[config.mk]
export PLATFORM = sky130hd
export DESIGN_NAME = bpf_cpu
export DESIGN_NICKNAME = d
export VERILOG_FILES = /design/src/rtl/bpf_pkg.sv /design/src/rtl/bpf_fetch.sv /design/src/rtl/bpf_decode.sv /design/src/rtl/bpf_execute.sv /design/src/rtl/bpf_cpu.sv
export VERILOG_INCLUDE_DIRS = /design/src /design/src/rtl
export SDC_FILE = /design/constraint.sdc
export NUM_CORES = 2
export LEC_CHECK = 0
export BUFFER_PORTS_ARGS = -buffer_cell sky130_fd_sc_hd__buf_2
export CAP_MARGIN = 5
export CELL_PAD_IN_SITES_DETAIL_PLACEMENT = 1
export CELL_PAD_IN_SITES_GLOBAL_PLACEMENT = 2
export CORE_MARGIN = 1
export CORE_UTILIZATION = 42
export CTS_BUF_LIST = sky130_fd_sc_hd__clkbuf_16
export CTS_CLUSTER_SIZE = 12
export DETAILED_ROUTE_END_ITERATION = 12
export PLACE_DENSITY = 0.92
export SYNTH_ARGS = -nofsm -noshare
export SYNTH_HDL_FRONTEND = slang
export SYNTH_SLANG_ARGS = --single-unit
[constraint.sdc]
create_clock -name clk -period 10.92 [get_ports clk]
set_input_delay 0.546 -clock clk [delete_from_list [all_inputs] [get_ports clk]]
set_output_delay 0.546 -clock clk [all_outputs]
set_load 0.01 [all_outputs]
[src/rtl/bpf_defs.svh]
`ifndef BPF_DEFS_SVH
`define BPF_DEFS_SVH

// Instruction memory address width, in 64-bit words
`define BPF_CODE_ADDR_W 10

// Packet memory byte address width
`define BPF_BYTE_ADDR_W 12

// Packet length as reported by the packet engine
`define BPF_PLEN_W 32

// Instruction word layout
// opcode [63:48], jt [47:40], jf [39:32], k [31:0]
`define BPF_INSTR_W 64

// Scratch memory words, M[0] to M[15]
`define BPF_SCRATCH_N 16

`endif

[src/rtl/bpf_pkg.sv]
`default_nettype none

package bpf_pkg;

    // Instruction class, opcode bits 2:0
    typedef enum logic [2:0] {
        CLS_LD   = 3'h0,
        CLS_LDX  = 3'h1,
        CLS_ST   = 3'h2,
        CLS_STX  = 3'h3,
        CLS_ALU  = 3'h4,
        CLS_JMP  = 3'h5,
        CLS_RET  = 3'h6,
        CLS_MISC = 3'h7
    } bpf_class_e;

    // Load size, opcode bits 4:3, also the packet port transfer size
    typedef enum logic [1:0] {
        SZ_W = 2'h0,
        SZ_H = 2'h1,
        SZ_B = 2'h2
    } bpf_size_e;

    // ALU operation, opcode bits 7:4
    typedef enum logic [3:0] {
        ALU_ADD = 4'h0,
        ALU_SUB = 4'h1,
        ALU_OR  = 4'h4,
        ALU_AND = 4'h5,
        ALU_LSH = 4'h6,
        ALU_RSH = 4'h7
    } bpf_alu_e;

    // Jump condition, opcode bits 6:4
    typedef enum logic [2:0] {
        JMP_JA   = 3'h0,
        JMP_JEQ  = 3'h1,
        JMP_JGT  = 3'h2,
        JMP_JGE  = 3'h3,
        JMP_JSET = 3'h4
    } bpf_jmp_e;

    typedef enum logic [4:0] {
        OP_LD_IMM, OP_LD_ABS, OP_LD_IND, OP_LD_LEN, OP_LD_MEM,
        OP_LDX_IMM, OP_LDX_LEN, OP_LDX_MEM,
        OP_ST, OP_STX, OP_ALU, OP_JA, OP_JCOND,
        OP_RET_K, OP_RET_A, OP_TAX, OP_TXA, OP_ILLEGAL
    } bpf_op_e;

    // Start/done handshake state
    typedef enum logic {
        STOPPED = 1'b0,
        STARTED = 1'b1
    } bpf_run_e;

endpackage

`default_nettype wire

[src/rtl/bpf_fetch.sv]
`default_nettype none
`include "bpf_defs.svh"

module bpf_fetch (
    input  logic                        clk,
    input  logic                        rst,
    input  logic                        stall,
    input  logic                        redirect,
    input  logic [`BPF_CODE_ADDR_W-1:0] redirect_pc,
    output logic [`BPF_CODE_ADDR_W-1:0] inst_rd_addr,
    output logic                        inst_rd_en,
    output logic                        fetch_vld,
    output logic [`BPF_CODE_ADDR_W-1:0] fetch_pc
);

    // Next address to read
    logic [`BPF_CODE_ADDR_W-1:0] pc;

    // While stalled, re-read the word decode is waiting on
    assign inst_rd_addr = stall ? fetch_pc : pc;

    always_ff @(posedge clk) begin
        if (rst) begin
            inst_rd_en <= 1'b0;
        end else begin
            inst_rd_en <= 1'b1;
        end
    end

    // fetch_pc and fetch_vld describe the word now on instr_in
    always_ff @(posedge clk) begin
        if (rst) begin
            pc        <= '0;
            fetch_pc  <= '0;
            fetch_vld <= 1'b0;
        end else if (redirect) begin
            // Word already in flight is from the wrong path
            pc        <= redirect_pc;
            fetch_vld <= 1'b0;
        end else if (!stall && inst_rd_en) begin
            fetch_pc  <= pc;
            fetch_vld <= 1'b1;
            pc        <= pc + 1'b1;
        end
    end

endmodule

`default_nettype wire

[src/rtl/bpf_decode.sv]
`default_nettype none
`include "bpf_defs.svh"

module bpf_decode (
    input  logic                        clk,
    input  logic                        rst,
    input  logic                        stall,
    input  logic                        flush,
    input  logic                        fetch_vld,
    input  logic [`BPF_CODE_ADDR_W-1:0] fetch_pc,
    input  logic [`BPF_INSTR_W-1:0]     instr_in,
    output logic                        dec_vld,
    output logic [`BPF_CODE_ADDR_W-1:0] dec_pc,
    output bpf_pkg::bpf_op_e            dec_op,
    output bpf_pkg::bpf_alu_e           dec_alu,
    output bpf_pkg::bpf_jmp_e           dec_jmp,
    output logic                        dec_src_x,
    output bpf_pkg::bpf_size_e          dec_size,
    output logic [31:0]                 dec_k,
    output logic [7:0]                  dec_jt,
    output logic [7:0]                  dec_jf
);

    logic [15:0]      opc;
    logic [7:0]       code;
    logic             size_w;
    bpf_pkg::bpf_op_e op_d;

    assign opc    = instr_in[63:48];
    assign code   = opc[7:0];
    assign size_w = (code[4:3] == 2'h0);

    // Mode field is bits 7:5: imm 0, abs 1, ind 2, mem 3, len 4
    always_comb begin
        op_d = bpf_pkg::OP_ILLEGAL;
        if (opc[15:8] == 8'h00) begin
            case (bpf_pkg::bpf_class_e'(code[2:0]))
                bpf_pkg::CLS_LD: begin
                    case (code[7:5])
                        3'h0: if (size_w) op_d = bpf_pkg::OP_LD_IMM;
                        3'h1: if (code[4:3] != 2'h3) op_d = bpf_pkg::OP_LD_ABS;
                        3'h2: if (code[4:3] != 2'h3) op_d = bpf_pkg::OP_LD_IND;
                        3'h3: if (size_w) op_d = bpf_pkg::OP_LD_MEM;
                        3'h4: if (size_w) op_d = bpf_pkg::OP_LD_LEN;
                        default: ;
                    endcase
                end
                bpf_pkg::CLS_LDX: begin
                    case (code[7:5])
                        3'h0: if (size_w) op_d = bpf_pkg::OP_LDX_IMM;
                        3'h3: if (size_w) op_d = bpf_pkg::OP_LDX_MEM;
                        3'h4: if (size_w) op_d = bpf_pkg::OP_LDX_LEN;
                        default: ;
                    endcase
                end
                bpf_pkg::CLS_ST:  if (code[7:3] == '0) op_d = bpf_pkg::OP_ST;
                bpf_pkg::CLS_STX: if (code[7:3] == '0) op_d = bpf_pkg::OP_STX;
                bpf_pkg::CLS_ALU: begin
                    case (bpf_pkg::bpf_alu_e'(code[7:4]))
                        bpf_pkg::ALU_ADD, bpf_pkg::ALU_SUB, bpf_pkg::ALU_AND,
                        bpf_pkg::ALU_OR, bpf_pkg::ALU_LSH, bpf_pkg::ALU_RSH:
                            op_d = bpf_pkg::OP_ALU;
                        default: ;
                    endcase
                end
                bpf_pkg::CLS_JMP: begin
                    // Only K-operand jumps
                    if (!code[7] && !code[3]) begin
                        case (bpf_pkg::bpf_jmp_e'(code[6:4]))
                            bpf_pkg::JMP_JA: op_d = bpf_pkg::OP_JA;
                            bpf_pkg::JMP_JEQ, bpf_pkg::JMP_JGT,
                            bpf_pkg::JMP_JGE, bpf_pkg::JMP_JSET:
                                op_d = bpf_pkg::OP_JCOND;
                            default: ;
                        endcase
                    end
                end
                bpf_pkg::CLS_RET: begin
                    if (code[7:3] == 5'h00) op_d = bpf_pkg::OP_RET_K;
                    if (code[7:3] == 5'h02) op_d = bpf_pkg::OP_RET_A;
                end
                bpf_pkg::CLS_MISC: begin
                    if (code == 8'h07) op_d = bpf_pkg::OP_TAX;
                    if (code == 8'h87) op_d = bpf_pkg::OP_TXA;
                end
                default: ;
            endcase
        end
    end

    always_ff @(posedge clk) begin
        if (rst || flush) begin
            dec_vld <= 1'b0;
        end else if (!stall) begin
            dec_vld <= fetch_vld;
        end
    end

    always_ff @(posedge clk) begin
        if (!stall) begin
            dec_pc    <= fetch_pc;
            dec_op    <= op_d;
            dec_alu   <= bpf_pkg::bpf_alu_e'(code[7:4]);
            dec_jmp   <= bpf_pkg::bpf_jmp_e'(code[6:4]);
            dec_src_x <= code[3];
            dec_size  <= bpf_pkg::bpf_size_e'(code[4:3]);
            dec_jt    <= instr_in[47:40];
            dec_jf    <= instr_in[39:32];
            dec_k     <= instr_in[31:0];
        end
    end

endmodule

`default_nettype wire

[src/rtl/bpf_execute.sv]
`default_nettype none
`include "bpf_defs.svh"

module bpf_execute (
    input  logic                        clk,
    input  logic                        rst,
    input  logic                        dec_vld,
    input  logic [`BPF_CODE_ADDR_W-1:0] dec_pc,
    input  bpf_pkg::bpf_op_e            dec_op,
    input  bpf_pkg::bpf_alu_e           dec_alu,
    input  bpf_pkg::bpf_jmp_e           dec_jmp,
    input  logic                        dec_src_x,
    input  bpf_pkg::bpf_size_e          dec_size,
    input  logic [31:0]                 dec_k,
    input  logic [7:0]                  dec_jt,
    input  logic [7:0]                  dec_jf,
    input  logic [`BPF_PLEN_W-1:0]      packet_len,
    input  logic [31:0]                 mem_data,
    input  logic                        mem_vld,
    output logic [`BPF_BYTE_ADDR_W-1:0] byte_rd_addr,
    output logic                        rd_en,
    output bpf_pkg::bpf_size_e          transfer_sz,
    output logic                        acc,
    output logic                        rej,
    output logic                        stall,
    output logic                        redirect,
    output logic [`BPF_CODE_ADDR_W-1:0] redirect_pc
);

    logic [31:0]                 a_q;
    logic [31:0]                 x_q;
    logic [31:0]                 scratch_q [`BPF_SCRATCH_N];
    logic                        wait_q;
    logic                        go;
    logic                        pkt_ld;
    logic                        in_bounds;
    logic [2:0]                  ld_bytes;
    logic [32:0]                 ld_addr;
    logic [33:0]                 ld_end;
    logic [31:0]                 alu_b;
    logic [31:0]                 alu_res;
    logic                        cond;
    logic [`BPF_CODE_ADDR_W-1:0] jmp_off;
    logic [31:0]                 ret_val;
    logic                        retire;
    logic                        fault;

    // Nothing executes once a result is held
    assign go     = dec_vld && !(acc || rej);
    assign pkt_ld = (dec_op == bpf_pkg::OP_LD_ABS) || (dec_op == bpf_pkg::OP_LD_IND);

    // Packet address and bounds check
    always_comb begin
        case (dec_size)
            bpf_pkg::SZ_B: ld_bytes = 3'd1;
            bpf_pkg::SZ_H: ld_bytes = 3'd2;
            default:       ld_bytes = 3'd4;
        endcase
    end

    assign ld_addr   = {1'b0, dec_k} + ((dec_op == bpf_pkg::OP_LD_IND) ? {1'b0, x_q} : 33'd0);
    assign ld_end    = {1'b0, ld_addr} + 34'(ld_bytes);
    assign in_bounds = (ld_end <= 34'(packet_len));

    assign byte_rd_addr = ld_addr[`BPF_BYTE_ADDR_W-1:0];
    assign transfer_sz  = dec_size;
    assign rd_en        = go && pkt_ld && in_bounds && !wait_q;

    // Load holds the pipe until its data returns
    assign stall = acc || rej || (go && pkt_ld && in_bounds && !(wait_q && mem_vld));

    assign alu_b = dec_src_x ? x_q : dec_k;

    always_comb begin
        case (dec_alu)
            bpf_pkg::ALU_ADD: alu_res = a_q + alu_b;
            bpf_pkg::ALU_SUB: alu_res = a_q - alu_b;
            bpf_pkg::ALU_AND: alu_res = a_q & alu_b;
            bpf_pkg::ALU_OR:  alu_res = a_q | alu_b;
            bpf_pkg::ALU_LSH: alu_res = a_q << alu_b;
            bpf_pkg::ALU_RSH: alu_res = a_q >> alu_b;
            default:          alu_res = a_q;
        endcase
    end

    always_comb begin
        case (dec_jmp)
            bpf_pkg::JMP_JEQ:  cond = (a_q == dec_k);
            bpf_pkg::JMP_JGT:  cond = (a_q > dec_k);
            bpf_pkg::JMP_JGE:  cond = (a_q >= dec_k);
            bpf_pkg::JMP_JSET: cond = ((a_q & dec_k) != '0);
            default:           cond = 1'b0;
        endcase
    end

    // JA jumps by k, conditional jumps by jt or jf
    assign jmp_off = (dec_op == bpf_pkg::OP_JA) ? dec_k[`BPF_CODE_ADDR_W-1:0] :
                     `BPF_CODE_ADDR_W'(cond ? dec_jt : dec_jf);

    // Zero offset falls through without a redirect
    assign redirect    = go && ((dec_op == bpf_pkg::OP_JA) || (dec_op == bpf_pkg::OP_JCOND))
                         && (jmp_off != '0);
    assign redirect_pc = dec_pc + 1'b1 + jmp_off;

    assign ret_val = (dec_op == bpf_pkg::OP_RET_A) ? a_q : dec_k;
    assign retire  = go && ((dec_op == bpf_pkg::OP_RET_K) || (dec_op == bpf_pkg::OP_RET_A));
    assign fault   = go && ((dec_op == bpf_pkg::OP_ILLEGAL) || (pkt_ld && !in_bounds));

    always_ff @(posedge clk) begin
        if (rst) begin
            a_q    <= '0;
            x_q    <= '0;
            wait_q <= 1'b0;
            acc    <= 1'b0;
            rej    <= 1'b0;
            for (int i = 0; i < `BPF_SCRATCH_N; i++) begin
                scratch_q[i] <= '0;
            end
        end else begin
            if (rd_en) begin
                wait_q <= 1'b1;
            end else if (wait_q && mem_vld) begin
                wait_q <= 1'b0;
            end

            if (retire) begin
                acc <= (ret_val != '0);
                rej <= (ret_val == '0);
            end else if (fault) begin
                rej <= 1'b1;
            end

            if (go) begin
                case (dec_op)
                    bpf_pkg::OP_LD_IMM:  a_q <= dec_k;
                    bpf_pkg::OP_LD_LEN:  a_q <= packet_len;
                    bpf_pkg::OP_LD_MEM:  a_q <= scratch_q[dec_k[$clog2(`BPF_SCRATCH_N)-1:0]];
                    bpf_pkg::OP_LD_ABS,
                    bpf_pkg::OP_LD_IND:  if (wait_q && mem_vld) a_q <= mem_data;
                    bpf_pkg::OP_LDX_IMM: x_q <= dec_k;
                    bpf_pkg::OP_LDX_LEN: x_q <= packet_len;
                    bpf_pkg::OP_LDX_MEM: x_q <= scratch_q[dec_k[$clog2(`BPF_SCRATCH_N)-1:0]];
                    bpf_pkg::OP_ST:      scratch_q[dec_k[$clog2(`BPF_SCRATCH_N)-1:0]] <= a_q;
                    bpf_pkg::OP_STX:     scratch_q[dec_k[$clog2(`BPF_SCRATCH_N)-1:0]] <= x_q;
                    bpf_pkg::OP_ALU:     a_q <= alu_res;
                    bpf_pkg::OP_TAX:     x_q <= a_q;
                    bpf_pkg::OP_TXA:     a_q <= x_q;
                    default: ;
                endcase
            end
        end
    end

endmodule

`default_nettype wire

[src/rtl/bpf_cpu.sv]
`default_nettype none
`include "bpf_defs.svh"

module bpf_cpu (
    input  logic                        clk,
    input  logic                        rst,
    input  logic                        rdy_for_cpu,
    output logic                        rdy_for_cpu_ack,
    input  logic                        cpu_done_ack,
    input  logic [`BPF_PLEN_W-1:0]      cpu_byte_len,
    output logic [`BPF_BYTE_ADDR_W-1:0] byte_rd_addr,
    output logic                        cpu_rd_en,
    output bpf_pkg::bpf_size_e          transfer_sz,
    input  logic [31:0]                 resized_mem_data,
    input  logic                        resized_mem_data_vld,
    output logic                        cpu_acc,
    output logic                        cpu_rej,
    output logic [`BPF_CODE_ADDR_W-1:0] inst_rd_addr,
    output logic                        inst_rd_en,
    input  logic [`BPF_INSTR_W-1:0]     instr_in
);

    bpf_pkg::bpf_run_e           state;
    logic                        core_rst;
    logic                        stall;
    logic                        redirect;
    logic [`BPF_CODE_ADDR_W-1:0] redirect_pc;
    logic                        fetch_vld;
    logic [`BPF_CODE_ADDR_W-1:0] fetch_pc;
    logic                        dec_vld;
    logic [`BPF_CODE_ADDR_W-1:0] dec_pc;
    bpf_pkg::bpf_op_e            dec_op;
    bpf_pkg::bpf_alu_e           dec_alu;
    bpf_pkg::bpf_jmp_e           dec_jmp;
    logic                        dec_src_x;
    bpf_pkg::bpf_size_e          dec_size;
    logic [31:0]                 dec_k;
    logic [7:0]                  dec_jt;
    logic [7:0]                  dec_jf;

    // Engine handshake, start on ready and ack, stop on result and ack
    always_ff @(posedge clk) begin
        if (rst) begin
            state <= bpf_pkg::STOPPED;
        end else if (state == bpf_pkg::STOPPED) begin
            if (rdy_for_cpu && rdy_for_cpu_ack) state <= bpf_pkg::STARTED;
        end else if ((cpu_acc || cpu_rej) && cpu_done_ack) begin
            state <= bpf_pkg::STOPPED;
        end
    end

    assign rdy_for_cpu_ack = (state == bpf_pkg::STOPPED);

    // Core sits in reset between packets
    assign core_rst = rst || (state == bpf_pkg::STOPPED);

    bpf_fetch u_fetch (
        .clk(clk), .rst(core_rst), .stall(stall),
        .redirect(redirect), .redirect_pc(redirect_pc),
        .inst_rd_addr(inst_rd_addr), .inst_rd_en(inst_rd_en),
        .fetch_vld(fetch_vld), .fetch_pc(fetch_pc)
    );

    bpf_decode u_decode (
        .clk(clk), .rst(core_rst), .stall(stall), .flush(redirect),
        .fetch_vld(fetch_vld), .fetch_pc(fetch_pc), .instr_in(instr_in),
        .dec_vld(dec_vld), .dec_pc(dec_pc), .dec_op(dec_op), .dec_alu(dec_alu),
        .dec_jmp(dec_jmp), .dec_src_x(dec_src_x), .dec_size(dec_size),
        .dec_k(dec_k), .dec_jt(dec_jt), .dec_jf(dec_jf)
    );

    bpf_execute u_execute (
        .clk(clk), .rst(core_rst),
        .dec_vld(dec_vld), .dec_pc(dec_pc), .dec_op(dec_op), .dec_alu(dec_alu),
        .dec_jmp(dec_jmp), .dec_src_x(dec_src_x), .dec_size(dec_size),
        .dec_k(dec_k), .dec_jt(dec_jt), .dec_jf(dec_jf),
        .packet_len(cpu_byte_len), .mem_data(resized_mem_data),
        .mem_vld(resized_mem_data_vld),
        .byte_rd_addr(byte_rd_addr), .rd_en(cpu_rd_en), .transfer_sz(transfer_sz),
        .acc(cpu_acc), .rej(cpu_rej), .stall(stall),
        .redirect(redirect), .redirect_pc(redirect_pc)
    );

endmodule

`default_nettype wire

==> impl_metrics.env <==
export IMPL_hold_viol=0
export IMPL_grt_pass1_wl_mm=268
export IMPL_syn_area_sq_um=43200
export IMPL_ys_types=103
export IMPL_ys_top_cells_by_area="edfxtp_1 (40%), mux4_2 (9.4%), nor2_1 (6.7%)"
export IMPL_fillerInstances=11200
export IMPL_die_area_sq_um=104000
export IMPL_total_power_mw=6.02
export IMPL_core_sq_um=102000
export IMPL_syn_inst=4225
export IMPL_vias=38300
export IMPL_syn_num_nets=4539
export IMPL_overflow=0
export IMPL_synth_yosys_seq_area_share_pct=44.7
export IMPL_setup_viol=0
export IMPL_slew_violations=0
export IMPL_synth_top_cell_by_area="edfxtp_1"
export IMPL_rr_worst_depth=30
export IMPL_rsz0062_at_grt="no"
export IMPL_post_cts_buffers=0
export IMPL_tightest_slew_ns=1.33
export IMPL_finalClockSkew_ns=0.0619
export IMPL_layout_commonest_cell="nor2_1"
export IMPL_layout_drive_gt1_share_pct=15.6
export IMPL_switching_share_pct=26.9
export IMPL_crit_path_end_kind="primary output"
export IMPL_critPathSlowestCell="mux2i_4"
export IMPL_dp_cells=5544
export IMPL_arrival_ns=9.66
export IMPL_drt_wl_total_mm=187
export IMPL_drt_pass1_iterations=8
export IMPL_yosys_warnings=0
export IMPL_postLayoutCellArea_sq_um=47800
export IMPL_critPathKind="reg2out"
export IMPL_setup_tns_final_ns=0
export IMPL_synth_edf_count=580
export IMPL_drv_cap=0
export IMPL_drt_antenna_violating_nets=0
export IMPL_cts_path_max_buffers=3
export IMPL_grt_max_degree=105
export IMPL_vdd_drop_max_v=0.000126
export IMPL_clkPwrFrac_pct=39.9
export IMPL_clockRootBuffer="clkbuf_16"
export IMPL_seq_power_share_pct=49.1
export IMPL_fin_cells=5678
export IMPL_yosys_most_used_dff="edfxtp_1"
export IMPL_post_dp_cell_area_sq_um=45600
export IMPL_start_kind="flip-flop"
export IMPL_cts_hold_buf=0
export IMPL_fmax_mhz=97.9
export IMPL_place_ws_ns=1.46
export IMPL_period_needed_ns=10.21
export IMPL_final_nets=4567
export IMPL_clkTransAtPathRegs_ns=0.06
export IMPL_drc=0
export IMPL_hold_depth=1
export IMPL_comb_power_share_pct=11.0
export IMPL_cp_max_fo=32
export IMPL_cts_tree="yes"
export IMPL_htreeDepth=3
export IMPL_drt_iter0_markers=5295
export IMPL_leakage_nw=18.4
export IMPL_intPower_mw=4.40
export IMPL_p_per_area_nw_per_um2=126
export IMPL_grt_pass1_vias=38500
export IMPL_min_delay_path_class="in2reg"
export IMPL_cts_num_sinks=675
export IMPL_io_buffers=161
export IMPL_antenna_found_initial=10
export IMPL_synth_top_area_share_pct=40.3
export IMPL_cp_required_ns=10.37
export IMPL_place_hpwl_mm=130
export IMPL_fin_crit_sh_pct=93.5
export IMPL_syn_avg_cell_area_sq_um=10.2
export IMPL_die_width_um=323
export IMPL_ctsResizeCount=0
export IMPL_synthArstFlopShare_pct=0
export IMPL_synth_seq_cells=675
export IMPL_switching_power_mw=1.62
export IMPL_num_rows=117
export IMPL_final_cell_mix="nor2_1 (773), edfxtp_1 (580), nand2_1 (276)"
export IMPL_vias_per_cell=6.74
export IMPL_gp_congestion=1.04
export IMPL_setup_ws_ns=0.709
export IMPL_relSlewSlack_pct=11.1
export IMPL_outcome="complete, no violations"
export IMPL_grt_usage_pct=35.6
export IMPL_io_pins=162
export IMPL_clk_latency_ns=0.70
export IMPL_fin_util_pct=46.9
export IMPL_start_util_pct=42.4
export IMPL_syn_to_final_growth_pct=10.7
export IMPL_cp_slowest_stage_delay_ns=0.66
export IMPL_wl_per_cell_um=32.9
export IMPL_cp_common_cell="nand4_1"
export IMPL_die_h_um=323
export IMPL_cts_buffers=75
export IMPL_fin_hold_ws_ns=0.0213
[cell usage after synthesis, types with 48 or more instances]
library cell and instances:
and2_1 48, edfxtp_1 580, dfxtp_1 95, a21o_1 48
o21ai_0 213, a21oi_1 249, xnor2_1 74, inv_1 130
nand2_1 301, nand3_1 68, nor2_1 775, mux4_2 180
clkbuf_1 263, mux2i_1 135, nor3_1 87, xor2_1 49
ha_1 177
[cell type report]
type                       count  area (sq um)  share of cell area (%)
antenna                        7          17.5                  0.0366
clock buffer                  75          1880                    3.92
clock inverter                52           389                   0.813
inverter                     132           495                    1.04
multi-input combinational   3090         22300                    46.6
sequential                   675         19300                    40.4
tap                         1368          1710                    3.58
timing repair buffer         279          1720                    3.59
[flip-flops by register name, indices dropped and copies added, names as in the netlist, named ones only]
name,flops
u_decode.dec_jt,8
u_fetch.pc,10
u_execute.acc,1
u_execute.a_q,32
u_execute.scratch_q,512
u_execute.wait_q,1
u_decode.dec_vld,1
u_fetch.inst_rd_en,1
u_decode.dec_jmp,2
u_execute.rej,1
u_decode.dec_k,32
u_decode.dec_alu,2
u_decode.dec_size,1
state,1
u_decode.dec_pc,10
u_decode.dec_op,5
u_fetch.fetch_vld,1
u_execute.x_q,32
u_decode.dec_jf,8
u_fetch.fetch_pc,10
[logic make-up after synthesis]
logic type,count (synthesis),synth area share (%)
DFF,675,44.7
xor gates and xnor gates,124,2.53
and+or+nand+nor,1517,15.7
adders and majority gates,190,5.52
AOI/OAI and AO/OA,927,14.4
buffers and inverters,460,4.12
muxes,332,13.0
[worst max-delay path: cells and delay by family (launching register included)]
| family | cells | cell delay (ns) |
|---|---|---|
| AO/OA/AOI/OAI | 6 | 1.51 |
| XOR/XNOR | 1 | 0.15 |
| adder cells (fa/ha/maj) | 2 | 0.69 |
| buffers and inverters | 2 | 0.49 |
| flip-flops | 1 | 0.58 |
| multiplexers | 3 | 1.28 |
| AND/OR/NAND/NOR | 16 | 4.27 |
[power by group through the flow]
stage               sequential, mW  clock (mW)  combinational, mW
floorplan                     2.96           0              0.402
global placement              2.99           0              0.627
detailed placement            3.00           0              0.641
CTS                           2.95        2.42              0.645
global route                  2.96        2.50              0.693
finish                        2.95        2.41              0.661
[worst paths after layout]
kind                                                       start                      endpoint  slack [ns]
worst min register to register  u_fetch.fetch_pc[1]$_SDFFE_PN0P_  u_decode.dec_pc[1]$_DFFE_PN_        0.46
worst min-delay path                                instr_in[21]  u_decode.dec_k[21]$_DFFE_PN_        0.02
worst max register to register  u_decode.dec_op[1]$_SDFFCE_PP0N_                     flip-flop        1.59
worst max-delay path            u_decode.dec_op[1]$_SDFFCE_PP0N_               inst_rd_addr[0]        0.71
[routing by layer]
| metal | wire length [um] | GRT usage, % |
|---|---|---|
| met1 | 70400 | 44.8 |
| met2 | 84500 | 55.7 |
| met3 | 19800 | 8.48 |
| met4 | 12400 | 21.3 |
| met5 | 11 | 0 |
Note: power is estimated with default switching activity, not from simulation.
